**src/hw/bp_isa_pkg.sv**
```systemverilog
`default_nettype none

package bp_isa_pkg;

    // major opcodes, bits [31:26] of the instruction word.
    typedef enum logic [5:0] {
        SPECIAL = 6'h00,        // register form, see funct field.
        REGIMM  = 6'h01,        // bltz, bgez and the linking variants.
        J       = 6'h02,
        JAL     = 6'h03,
        BEQ     = 6'h04,
        BNE     = 6'h05,
        BLEZ    = 6'h06,
        BGTZ    = 6'h07
    } opcode_e;

    // function codes of SPECIAL, bits [5:0].
    typedef enum logic [5:0] {
        JR   = 6'h08,
        JALR = 6'h09
    } funct_e;

    // what the predictor needs to know about an instruction.
    typedef enum logic [1:0] {
        BR_NONE = 2'd0,         // not a control transfer.
        BR_COND = 2'd1,         // direction decided at run time.
        BR_JUMP = 2'd2          // always taken.
    } branch_class_e;

    // field positions inside the instruction word.
    localparam int OPCODE_MSB = 31;
    localparam int OPCODE_LSB = 26;
    localparam int FUNCT_MSB  = 5;
    localparam int FUNCT_LSB  = 0;

endpackage

`default_nettype wire

```
**src/hw/bp_pred_pkg.sv**
```systemverilog
`default_nettype none

package bp_pred_pkg;

    // instruction presented by fetch each cycle.
    typedef struct packed {
        logic [31:0] instr;
        logic [31:0] pc;
    } fetch_req_t;

    // outcome of the branch held in the memory stage.
    typedef struct packed {
        logic        valid;     // resolve strobe.
        logic [31:0] instr;
        logic [31:0] pc;
        logic        taken;     // actual direction.
        logic [31:0] target;    // resolved address.
    } resolve_t;

    // registered answer handed back to fetch.
    typedef struct packed {
        logic        taken;
        logic [31:0] target;
    } prediction_t;

    // 2-bit saturating direction counter.
    // the msb alone gives the predicted direction.
    typedef enum logic [1:0] {
        STRONG_NT = 2'b00,
        WEAK_NT   = 2'b01,
        WEAK_T    = 2'b10,
        STRONG_T  = 2'b11
    } counter_e;

    // software visible registers.
    typedef enum logic [1:0] {
        CFG_CTRL          = 2'd0,   // bit 0 enable, bit 1 use_pht.
        CFG_PRED_COUNT    = 2'd1,   // taken predictions.
        CFG_RESOLVE_COUNT = 2'd2    // training resolves.
    } cfg_addr_e;

endpackage

`default_nettype wire

```
**src/hw/branch_class_decoder.sv**
```systemverilog
`default_nettype none

module branch_class_decoder (
    input  logic [31:0]                 instr,
    output bp_isa_pkg::branch_class_e   branch_class
);

    import bp_isa_pkg::*;

    logic [5:0] opcode;
    logic [5:0] funct;

    assign opcode = instr[OPCODE_MSB:OPCODE_LSB];
    assign funct  = instr[FUNCT_MSB:FUNCT_LSB];

    always_comb begin
        branch_class = BR_NONE;
        case (opcode)
            SPECIAL: begin
                // only the register jumps matter here.
                if (funct == JR || funct == JALR) begin
                    branch_class = BR_JUMP;
                end
            end
            REGIMM: begin
                branch_class = BR_COND;     // every regimm form is a branch.
            end
            J, JAL: begin
                branch_class = BR_JUMP;
            end
            BEQ, BNE, BLEZ, BGTZ: begin
                branch_class = BR_COND;
            end
            default: begin
                branch_class = BR_NONE;
            end
        endcase
    end

endmodule

`default_nettype wire

```
**src/hw/target_buffer.sv**
```systemverilog
`default_nettype none

module target_buffer #(
    parameter int BTB_INDEX_BITS = 4
) (
    input  logic        CLK,
    input  logic        RESET,
    input  logic        FLUSH,
    input  logic [31:0] lookup_pc,
    input  logic        write_en,
    input  logic [31:0] write_pc,
    input  logic [31:0] write_target,
    output logic        hit,
    output logic [31:0] target
);

    localparam int ENTRIES  = 1 << BTB_INDEX_BITS;
    localparam int TAG_BITS = 30 - BTB_INDEX_BITS;

    logic [TAG_BITS-1:0]       tag_mem [ENTRIES];
    logic [31:0]               target_mem [ENTRIES];
    logic [ENTRIES-1:0]        valid;

    logic [BTB_INDEX_BITS-1:0] lookup_idx;
    logic [TAG_BITS-1:0]       lookup_tag;
    logic [BTB_INDEX_BITS-1:0] write_idx;
    logic [TAG_BITS-1:0]       write_tag;

    // word index below, tag above.
    assign lookup_idx = lookup_pc[BTB_INDEX_BITS+1:2];
    assign lookup_tag = lookup_pc[31:BTB_INDEX_BITS+2];
    assign write_idx  = write_pc[BTB_INDEX_BITS+1:2];
    assign write_tag  = write_pc[31:BTB_INDEX_BITS+2];

    // read before the edge, so a same-cycle write is not seen.
    assign hit    = valid[lookup_idx] && (tag_mem[lookup_idx] == lookup_tag);
    assign target = target_mem[lookup_idx];

    always_ff @(posedge CLK) begin
        if (write_en) begin
            tag_mem[write_idx]    <= write_tag;
            target_mem[write_idx] <= write_target;
        end
    end

    always_ff @(posedge CLK or negedge RESET) begin
        if (!RESET) begin
            valid <= '0;
        end else if (FLUSH) begin
            valid <= '0;            // flush wins over a pending write.
        end else if (write_en) begin
            valid[write_idx] <= 1'b1;
        end
    end

    // the resolving stage only ever hands over instruction addresses.
    a_write_aligned: assert property (
        @(posedge CLK) disable iff (!RESET)
        write_en |-> (write_pc[1:0] == 2'b00)
    ) else $error("btb write at unaligned pc %h", write_pc);

endmodule

`default_nettype wire

```
**src/hw/pattern_history_table.sv**
```systemverilog
`default_nettype none

module pattern_history_table #(
    parameter int PHT_INDEX_BITS = 6
) (
    input  logic                   CLK,
    input  logic                   RESET,
    input  logic                   FLUSH,
    input  logic [31:0]            lookup_pc,
    input  logic                   update_en,
    input  logic [31:0]            update_pc,
    input  logic                   update_taken,
    output bp_pred_pkg::counter_e  counter
);

    import bp_pred_pkg::*;

    localparam int ENTRIES = 1 << PHT_INDEX_BITS;

    counter_e                  pht [ENTRIES];
    logic [PHT_INDEX_BITS-1:0] lookup_idx;
    logic [PHT_INDEX_BITS-1:0] update_idx;

    // one step toward the observed direction, held at the ends.
    function automatic counter_e step_counter(counter_e cur, logic taken);
        counter_e nxt;
        nxt = cur;
        case (cur)
            STRONG_NT: nxt = taken ? WEAK_NT  : STRONG_NT;
            WEAK_NT:   nxt = taken ? WEAK_T   : STRONG_NT;
            WEAK_T:    nxt = taken ? STRONG_T : WEAK_NT;
            STRONG_T:  nxt = taken ? STRONG_T : WEAK_T;
            default:   nxt = WEAK_NT;
        endcase
        return nxt;
    endfunction

    assign lookup_idx = lookup_pc[PHT_INDEX_BITS+1:2];
    assign update_idx = update_pc[PHT_INDEX_BITS+1:2];
    assign counter    = pht[lookup_idx];    // old value on a same-cycle update.

    always_ff @(posedge CLK or negedge RESET) begin
        if (!RESET) begin
            for (int i = 0; i < ENTRIES; i++) begin
                pht[i] <= WEAK_NT;
            end
        end else if (FLUSH) begin
            for (int i = 0; i < ENTRIES; i++) begin
                pht[i] <= WEAK_NT;
            end
        end else if (update_en) begin
            pht[update_idx] <= step_counter(pht[update_idx], update_taken);
        end
    end

    // every entry was written at reset, so a known pc reads a known state.
    a_counter_known: assert property (
        @(posedge CLK) disable iff (!RESET)
        !$isunknown(lookup_pc) |-> !$isunknown(counter)
    ) else $error("pht counter unknown at pc %h", lookup_pc);

endmodule

`default_nettype wire

```
**src/hw/predictor_config.sv**
```systemverilog
`default_nettype none

module predictor_config (
    input  logic                    CLK,
    input  logic                    RESET,
    input  logic                    cfg_write,
    input  bp_pred_pkg::cfg_addr_e  cfg_addr,
    input  logic [31:0]             cfg_wdata,
    output logic [31:0]             cfg_rdata,
    input  logic                    pred_taken_event,
    input  logic                    resolve_event,
    output logic                    predict_enable,
    output logic                    use_pht
);

    import bp_pred_pkg::*;

    logic [31:0] pred_count;
    logic [31:0] resolve_count;

    always_ff @(posedge CLK or negedge RESET) begin
        if (!RESET) begin
            predict_enable <= 1'b1;
            use_pht        <= 1'b1;
        end else if (cfg_write && cfg_addr == CFG_CTRL) begin
            predict_enable <= cfg_wdata[0];
            use_pht        <= cfg_wdata[1];
        end
    end

    // a write clears the counter, even if an event lands in that cycle.
    always_ff @(posedge CLK or negedge RESET) begin
        if (!RESET) begin
            pred_count    <= '0;
            resolve_count <= '0;
        end else begin
            if (cfg_write && cfg_addr == CFG_PRED_COUNT) begin
                pred_count <= '0;
            end else if (pred_taken_event) begin
                pred_count <= pred_count + 32'd1;       // wraps.
            end
            if (cfg_write && cfg_addr == CFG_RESOLVE_COUNT) begin
                resolve_count <= '0;
            end else if (resolve_event) begin
                resolve_count <= resolve_count + 32'd1;
            end
        end
    end

    always_comb begin
        case (cfg_addr)
            CFG_CTRL:          cfg_rdata = {30'd0, use_pht, predict_enable};
            CFG_PRED_COUNT:    cfg_rdata = pred_count;
            CFG_RESOLVE_COUNT: cfg_rdata = resolve_count;
            default:           cfg_rdata = '0;
        endcase
    end

endmodule

`default_nettype wire

```
**src/hw/bimodal_predictor.sv**
```systemverilog
`default_nettype none

module bimodal_predictor #(
    parameter int BTB_INDEX_BITS = 4,
    parameter int PHT_INDEX_BITS = 6
) (
    input  logic                      CLK,
    input  logic                      RESET,
    input  logic                      FLUSH,
    input  bp_pred_pkg::fetch_req_t   fetch,
    input  bp_pred_pkg::resolve_t     resolve,
    input  logic                      predict_enable,
    input  logic                      use_pht,
    output bp_pred_pkg::prediction_t  prediction,
    output logic                      pred_taken_event,
    output logic                      resolve_event
);

    import bp_isa_pkg::*;
    import bp_pred_pkg::*;

    branch_class_e fetch_class;
    branch_class_e resolve_class;
    logic          train;
    logic          btb_write;
    logic          pht_update;
    logic          btb_hit;
    logic [31:0]   btb_target;
    counter_e      pht_counter;
    logic          dir_taken;
    prediction_t   pred_next;

    branch_class_decoder u_fetch_decode (
        .instr        (fetch.instr),
        .branch_class (fetch_class)
    );

    branch_class_decoder u_resolve_decode (
        .instr        (resolve.instr),
        .branch_class (resolve_class)
    );

    // any resolved branch or jump counts as training.
    assign train      = resolve.valid && (resolve_class != BR_NONE);
    assign btb_write  = train && resolve.taken;     // not taken leaves the btb alone.
    assign pht_update = train && (resolve_class == BR_COND);

    target_buffer #(
        .BTB_INDEX_BITS (BTB_INDEX_BITS)
    ) u_btb (
        .CLK          (CLK),
        .RESET        (RESET),
        .FLUSH        (FLUSH),
        .lookup_pc    (fetch.pc),
        .write_en     (btb_write),
        .write_pc     (resolve.pc),
        .write_target (resolve.target),
        .hit          (btb_hit),
        .target       (btb_target)
    );

    pattern_history_table #(
        .PHT_INDEX_BITS (PHT_INDEX_BITS)
    ) u_pht (
        .CLK          (CLK),
        .RESET        (RESET),
        .FLUSH        (FLUSH),
        .lookup_pc    (fetch.pc),
        .update_en    (pht_update),
        .update_pc    (resolve.pc),
        .update_taken (resolve.taken),
        .counter      (pht_counter)
    );

    // jumps always go, branches ask the counter unless it is bypassed.
    always_comb begin
        dir_taken = 1'b0;
        if (fetch_class == BR_JUMP) begin
            dir_taken = 1'b1;
        end else if (fetch_class == BR_COND) begin
            dir_taken = !use_pht || (pht_counter == WEAK_T) || (pht_counter == STRONG_T);
        end
    end

    assign pred_next.taken  = predict_enable && btb_hit && dir_taken;
    assign pred_next.target = btb_hit ? btb_target : 32'd0;

    always_ff @(posedge CLK or negedge RESET) begin
        if (!RESET) begin
            prediction <= '0;
        end else if (FLUSH) begin
            prediction <= '0;
        end else begin
            prediction <= pred_next;
        end
    end

    assign pred_taken_event = prediction.taken;     // one count per taken cycle.
    assign resolve_event    = train;

    // targets come from taken resolves, which never point at address 0.
    a_taken_target: assert property (
        @(posedge CLK) disable iff (!RESET)
        prediction.taken |-> (prediction.target != 32'd0) && (prediction.target[1:0] == 2'b00)
    ) else $error("taken prediction with bad target %h", prediction.target);

endmodule

`default_nettype wire

```
**src/hw/branch_predict_top.sv**
```systemverilog
`default_nettype none

module branch_predict_top #(
    parameter int BTB_INDEX_BITS = 4,       // 16 btb entries.
    parameter int PHT_INDEX_BITS = 6        // 64 counters.
) (
    input  logic                      CLK,
    input  logic                      RESET,
    input  logic                      FLUSH,
    input  bp_pred_pkg::fetch_req_t   fetch,
    input  bp_pred_pkg::resolve_t     resolve,
    output bp_pred_pkg::prediction_t  prediction,
    input  logic                      cfg_write,
    input  bp_pred_pkg::cfg_addr_e    cfg_addr,
    input  logic [31:0]               cfg_wdata,
    output logic [31:0]               cfg_rdata
);

    logic predict_enable;
    logic use_pht;
    logic pred_taken_event;
    logic resolve_event;

    bimodal_predictor #(
        .BTB_INDEX_BITS (BTB_INDEX_BITS),
        .PHT_INDEX_BITS (PHT_INDEX_BITS)
    ) u_predictor (
        .CLK              (CLK),
        .RESET            (RESET),
        .FLUSH            (FLUSH),
        .fetch            (fetch),
        .resolve          (resolve),
        .predict_enable   (predict_enable),
        .use_pht          (use_pht),
        .prediction       (prediction),
        .pred_taken_event (pred_taken_event),
        .resolve_event    (resolve_event)
    );

    predictor_config u_config (
        .CLK              (CLK),
        .RESET            (RESET),
        .cfg_write        (cfg_write),
        .cfg_addr         (cfg_addr),
        .cfg_wdata        (cfg_wdata),
        .cfg_rdata        (cfg_rdata),
        .pred_taken_event (pred_taken_event),
        .resolve_event    (resolve_event),
        .predict_enable   (predict_enable),
        .use_pht          (use_pht)
    );

endmodule

`default_nettype wire

```
**config.mk**
```make
export PLATFORM = sky130hd
export DESIGN_NAME = branch_predict_top
export DESIGN_NICKNAME = d
export VERILOG_FILES = /design/src/hw/bp_isa_pkg.sv /design/src/hw/bp_pred_pkg.sv /design/src/hw/branch_class_decoder.sv /design/src/hw/target_buffer.sv /design/src/hw/pattern_history_table.sv /design/src/hw/predictor_config.sv /design/src/hw/bimodal_predictor.sv /design/src/hw/branch_predict_top.sv
export SDC_FILE = /design/constraint.sdc
export NUM_CORES = 1
export LEC_CHECK = 0
export BUFFER_PORTS_ARGS = -buffer_cell sky130_fd_sc_hd__buf_2
export CELL_PAD_IN_SITES_DETAIL_PLACEMENT = 1
export CELL_PAD_IN_SITES_GLOBAL_PLACEMENT = 2
export CORE_MARGIN = 4
export CORE_UTILIZATION = 25
export DETAILED_ROUTE_END_ITERATION = 7
export PLACE_DENSITY_LB_ADDON = 0.1
export SETUP_SLACK_MARGIN = 0.1
export SKIP_LAST_GASP = 1
export SLEW_MARGIN = 15
export SYNTH_ARGS = -nofsm -noshare
export SYNTH_HDL_FRONTEND = slang
export SYNTH_SLANG_ARGS = --single-unit
```
**constraint.sdc**
```tcl
create_clock -name CLK -period 3.5 [get_ports CLK]
set_clock_uncertainty 0.1 [all_clocks]
set_input_delay 0.175 -clock CLK [delete_from_list [all_inputs] [get_ports CLK]]
set_output_delay 0.175 -clock CLK [all_outputs]
set_load 0.02 [all_outputs]
```
Word-level counts from Yosys, hierarchy flattened --
Memory sizes are Yosys's and may differ from the RTL's. Index checks and enable logic that the tools add are counted.
Operators by class: $add $sub $neg 2, equality and inequality tests 29, reductions and logical operators 29, bitwise gates (word level) 3, muxes and demuxes 39, magnitude comparators 6
Operators by type and width (number):
- 128-bit two-way mux | 2
- 32-bit two-way mux | 5
- 128-bit bitwise mux | 1
- 32-bit case mux with 3 select lines | 1
- 32-bit by 1-bit adder with 32-bit output (second input constant) | 2
- 6-bit by 3-bit equality test with 1-bit output (second input constant) | 8
- 33-bit two-way mux | 1
- 16-bit two-way mux | 2
- 26-bit equality test | 1
- 2-bit binary-select mux with 6-bit select | 2
- 6-bit by 2-bit equality test with 1-bit output (second input constant) | 4
- 6-bit by 4-bit equality test with 1-bit output (second input constant) | 4
- 2-bit two-way mux | 11
- 16-bit OR | 1
- 7-bit greater-or-equal comparator (second input constant) | 2
- 6-bit inverter with 7-bit output | 2
- 2-bit demux with 6-bit select | 1
- 2-bit equality test (second input constant) | 6
- 6-bit by 1-bit equality test with 1-bit output (second input constant) | 2
- 6-bit logical NOT | 2
- 2-bit case mux with 3 select lines | 2
- 1-bit logical AND | 11
- 4-bit by 5-bit < comparator with 1-bit output (second input constant) | 2
- 2-bit nonzero test | 5
- 12 further kinds | 28
Word-level totals: memories 2, output and inout port bits 65, logic and storage cells 181, bits of input ports 200, bits in writable memories 928, bits in registers 243
Memory list:
- u_predictor.u_btb.target_mem | depth 16, width 32, read ports 1, clocked after Yosys merged registers in 0, wr ports 1, line target_buffer.sv:21 | logic [31:0] target_mem [ENTRIES];
- u_predictor.u_btb.tag_mem | depth 16, width 26, read ports 1, clocked after Yosys merged registers in 0, wr ports 1, line target_buffer.sv:20 | logic [TAG_BITS-1:0] tag_mem [ENTRIES];

Longest topological paths before layout --
depth in word-level cells 12, mapped depth 13, gate-level depth less buffers 8

Hierarchy --
Synthesis repeated with hierarchy kept, for this count alone.
Second synthesis, totals: cell total of the unflattened synthesis 2869, area total of the unflattened synthesis 49438.7 µm²
Modules (own cells, without submodules):
- target_buffer | area each 36441.2 µm², times used 1, cells each 1568, sequential area each 28267.1 µm²
- pattern_history_table | area each 7860.0 µm², times used 1, cells each 783, sequential area each 3283.1 µm²
- predictor_config | area each 3878.7 µm², times used 1, cells each 424, sequential area each 1654.1 µm²
- bimodal_predictor | area each 1153.6 µm², times used 1, cells each 78, sequential area each 825.8 µm²
- branch_class_decoder | area each 52.6 µm², times used 2, cells each 8, sequential area each 0.0 µm²

Worst setup path after synthesis --
OpenSTA, ideal clock, no wires.
path kind input-to-reg, start in resolve[67] (netlist bit), end mem u_predictor.u_btb.tag_mem[9][0] (netlist bit) (enable), arrival time 5.829 ns, setup time 0.548 ns, path slack -2.977 ns, data required time 2.852 ns, path buffers 1, stages on the path 6, cell sequence or4b_2 > o21ai_0 > and2_1 > clkbuf_1 > nand3_1 > nor3_1
On the way: word-level cells in the longest chain between the ends 9, elaborated cells on any way between the ends 10, classes of those cells eq/ne (2); mux (4); reduce/logical (4)
Ends and longest elaborated chain:
- start: declaration | line branch_predict_top.sv:11 | input bp_pred_pkg::resolve_t resolve,
- 6-bit by 4-bit equality test with 1-bit output | line branch_class_decoder.sv:21 | if (funct == JR || funct == JALR) begin
- 1-bit logical OR (*) | line branch_class_decoder.sv:21
- 2-bit two-way mux (*) | line branch_class_decoder.sv:21
- 2-bit case mux with 3 select lines (*) | line branch_class_decoder.sv:18 | case (opcode)
- 2-bit nonzero test (*) | line bimodal_predictor.sv:44 | assign train = resolve.valid && (resolve_class != BR_NONE);
- 1-bit logical AND (*) | line bimodal_predictor.sv:44
- 1-bit logical AND (*) | line bimodal_predictor.sv:45 | assign btb_write = train && resolve.taken;
- 1-bit two-way mux (*) | line target_buffer.sv:40 | if (write_en) begin
- 1-bit two-way mux (not written as such) (*) | line target_buffer.sv:41 | tag_mem[write_idx] <= write_tag;
- end: declaration | line target_buffer.sv:20
Every way passes the cells marked *; elsewhere a longest branch is shown, timed or not.

Worst setup path in the final report --
start mem u_predictor.u_btb.tag_mem[15][17] (netlist bit), end reg, netlist name u_predictor.prediction[21]
On the way: word-level cells in the longest chain between the ends 5
Ends and longest elaborated chain:
- memory 16 x 26 bit
- 26-bit equality test | line target_buffer.sv:36 | assign hit = valid[lookup_idx] && (tag_mem[lookup_idx] == lookup_tag);
- 1-bit logical AND | line target_buffer.sv:36
- 32-bit two-way mux | line bimodal_predictor.sv:86 | assign pred_next.target = btb_hit ? btb_target : 32'd0;
- 33-bit two-way mux | line bimodal_predictor.sv:91 | end else if (FLUSH) begin
No other way between the ends. A chain may end at the register's enable or synchronous reset.

==> results.ini <==
[route]
drc_errors = 0
final_antenna_net_count = 0
drtIter0Drc = 1461
first_pass_iters = 5
wirelength_mm = 152.8
vias = 26590
vias_per_cell = 4.641
routedWlPerCell_um = 26.67

[synth]
synth_nets = 2869
synth.distinct_cells = 64
synth_largest_area_cell = edfxtp_1
synth_edf_count = 928
ys.flop_type = edfxtp_1
ys_seq_area_share_pct = 70.75
syn-cell-area_mm2 = 0.04810
async_flop_share_pct = 20.75
yosysWarnings = 0
synth_area_leaders = edfxtp_1 (58%), mux4_2 (13%), dfrtp_1 (9.2%)
synthCells = 2667
syn_area_per_cell_um2 = 18.03
synth-seq-cells = 1171
synth_top_area_share_pct = 57.94

[place]
portBuffers = 188
gp_congestion = 0.7122
dpl.hpwl_mm = 93.27

[clock_network]
clk_pin_slew_ps = 60
cts-root-buf = clkbuf_16
cts_tree = done
cts_buffers = 145
cts_buffer_depth = 3
cts_sinks = 1171
htree_levels = 4
post_cts.repair.setup_buffers = 0
insertion_delay_ps = 780

[power]
switchingPower_mw = 6.986
clock_power_share_pct = 46.7
combinationalPowerShare_pct = 5.3
total_power_mw = 31.44
power_leakage_nw = 20.14
p_int_mw = 24.45
p_per_area_mw_per_mm2 = 530.2
sw_frac_of_total_pct = 22.22
irDropWorstVdd_v = 0.0003445
p_seq_share_pct = 48.0

[sta]
rsz0062_at_grt = no
hold_viol_final = 0
min_period_ps = 3119
worst_pin_slew_ps = 1068
min_period_over_period_pct = 89.11
slew_viol_final = 0
slew_headroom_pct = 28.31
max_clock_freq_mhz = 320.6
setup_viol = 0

[worst_setup_path]
end_kind = register
regToRegStartpoint = u_predictor.u_btb.tag_mem[15][17]
cp_max_fo = 17
r2r_cells = 8
required_ps = 4100
r2r-end = u_predictor.prediction[21]
cp_data_arrival_time_ps = 3720
path_class = reg -> reg
reg2reg_slack_ps = 380
startpoint_type = register

[global_routing]
antenna_found_initial = 12
grt_max_degree = 87
gr-usage-all-layers_pct = 15.35
grt_pass1_wl_mm = 221.0
grt_pass1_vias = 29700
gr-total-overflow = 0

[worst_hold_path]
min_path_cells = 6
hold_start = resolve[66]
holdCritPathClass = in -> reg
whs_endpoint = u_config.resolve_count[13]

[floorplanning]
fp.dieW_um = 446.6
ioPinCount = 265
core_mm2 = 0.1908
rows = 160
initial_utilization_pct = 25.21
die-area_mm2 = 0.1995
die_y_um = 446.6

[cells_and_area]
area_growth_syn_to_layout_pct = 23.29
final_cell_mix = edfxtp_1 (928), mux4_2 (284), o21ai_0 (210)
final_util_pct = 31.08
fin_nets = 3299
final_common_cell = edfxtp_1
drive_gt1_share_pct = 31.18
fillers = 19400

[status]
status = complete, no violations

[run]
max_cap_violations = 0

## per-layer routing
metal / wire length [um] / share of wire [%] / up-vias / GRT usage, %
li1: - / - / 11540 / -
met1: 66610 / 44 / 14450 / 19.67
met2: 78830 / 52 / 407 / 27.23
met3: 4547 / 3.0 / 187 / 2.343
met4: 2783 / 1.8 / 4 / 3.631
met5: 14 / 0.0092 / - / 0
## layout make-up
class / instances / area [um^2] / area share (%)
antenna: 4 / 10.01 / 0.01688
clock buffer: 197 / 4008 / 6.759
clock inverter: 67 / 644.4 / 1.087
inverter: 9 / 36.28 / 0.06119
multi-input combinational: 1334 / 13490 / 22.75
sequential: 1171 / 34030 / 57.39
tap: 2511 / 3142 / 5.298
timing repair buffer: 436 / 3935 / 6.636
## worst max path at each step
stage	start	end	slack, ps	cells past startpoint
2_1_floorplan	resolve[67]	u_predictor.u_btb.tag_mem[1][0]	70	6
3_3_place_gp	fetch[2]	u_predictor.prediction[21]	-170	11
3_5_place_dp	fetch[2]	u_predictor.pred_taken_event	-180	10
4_1_cts	u_predictor.u_btb.tag_mem[10][11]	u_predictor.pred_taken_event	300	8
5_1_grt	u_predictor.u_btb.tag_mem[14][17]	u_predictor.pred_taken_event	240	7
6_report	u_predictor.u_btb.tag_mem[15][17]	u_predictor.prediction[21]	380	8
## worst max-delay path, cell delays in order (launching register included)
cell	delay (ps)
edfxtp_1	350
mux4_2	480
mux4_2	490
xnor2_1	220
nand4_1	210
or4_4	620
buf_12	210
buf_4	180
nor3b_2	150
## cell families (layout without fill, tap and decap cells)
family	Yosys count	after routing	share of synthesized area, %
mux	399	399	15.74
xor+xnor	103	103	1.876
flops	1171	1171	70.75
fa+ha+maj	2	2	0.05202
simple gates	494	494	5.723
compound gates	336	336	4.204
buf+inv	162	709	1.652
other cells	0	4	0
## power groups by stage
stage	logic, mW	clock network (mW)	registers (mW)
3_3_place_gp	1.62	0	15.4
4_1_cts	1.75	15.2	15.1
2_1_floorplan	0.851	0	15.4
6_report	1.67	14.7	15.1
3_5_place_dp	1.65	0	15.4
5_1_grt	1.82	15.8	15.1
## sequential cells by signal (all words and copies together) (netlist names)
name and count:
u_predictor.u_pht.pht 128, u_predictor.u_btb.target_mem 512, u_config.predict_enable 1, u_config.use_pht 1
u_predictor.u_btb.valid 16, u_config.resolve_count 32, u_predictor.pred_taken_event 1, u_predictor.prediction 32
u_predictor.u_btb.tag_mem 416, u_config.pred_count 32
## through the flow
stage	std cells	hold slack, ps	setup WS [ps]	TNS, ps	cell area (um^2)
floorplan	2667	-220.6	73.87	0	48280
global placement	5387	173.9	-167.5	-3322	53870
detailed placement	5387	179.5	-182.0	-3607	53870
CTS	5725	10.31	296.7	0	59290
global route	5726	64.08	243.7	0	59290
finish	5729	77.39	381.1	0	59300
## synth_stat cells, drive strengths merged (3+ instances only)
master,instances
nor4b,4
nor3b,36
and4,5
nor2b,15
nand3,31
mux4,284
nor2,125
dfrtp,177
a31oi,5
a21oi,21
mux2i,97
o22ai,8
nor3,25
a22o,34
o21ba,3
nand2,110
nand3b,66
xnor2,46
nand2b,6
buf,83
nor4,3
o2111ai,4
and3,14
mux2,18
or3,12
o21ai,214
or2,5
dfstp,66
inv,8
a22oi,13
nand4,21
clkbuf,70
and2,10
a221oi,9
a211oi,6
edfxtp,928
xor2,57
o211ai,6
## timing repair
item                       in CTS  in global routing
hold buffers                   74                  0
resized for setup               2                  0
hold endpoints to repair     1179                  0
setup endpoints to repair      11                  0
Power figures use the tool's default switching activity.
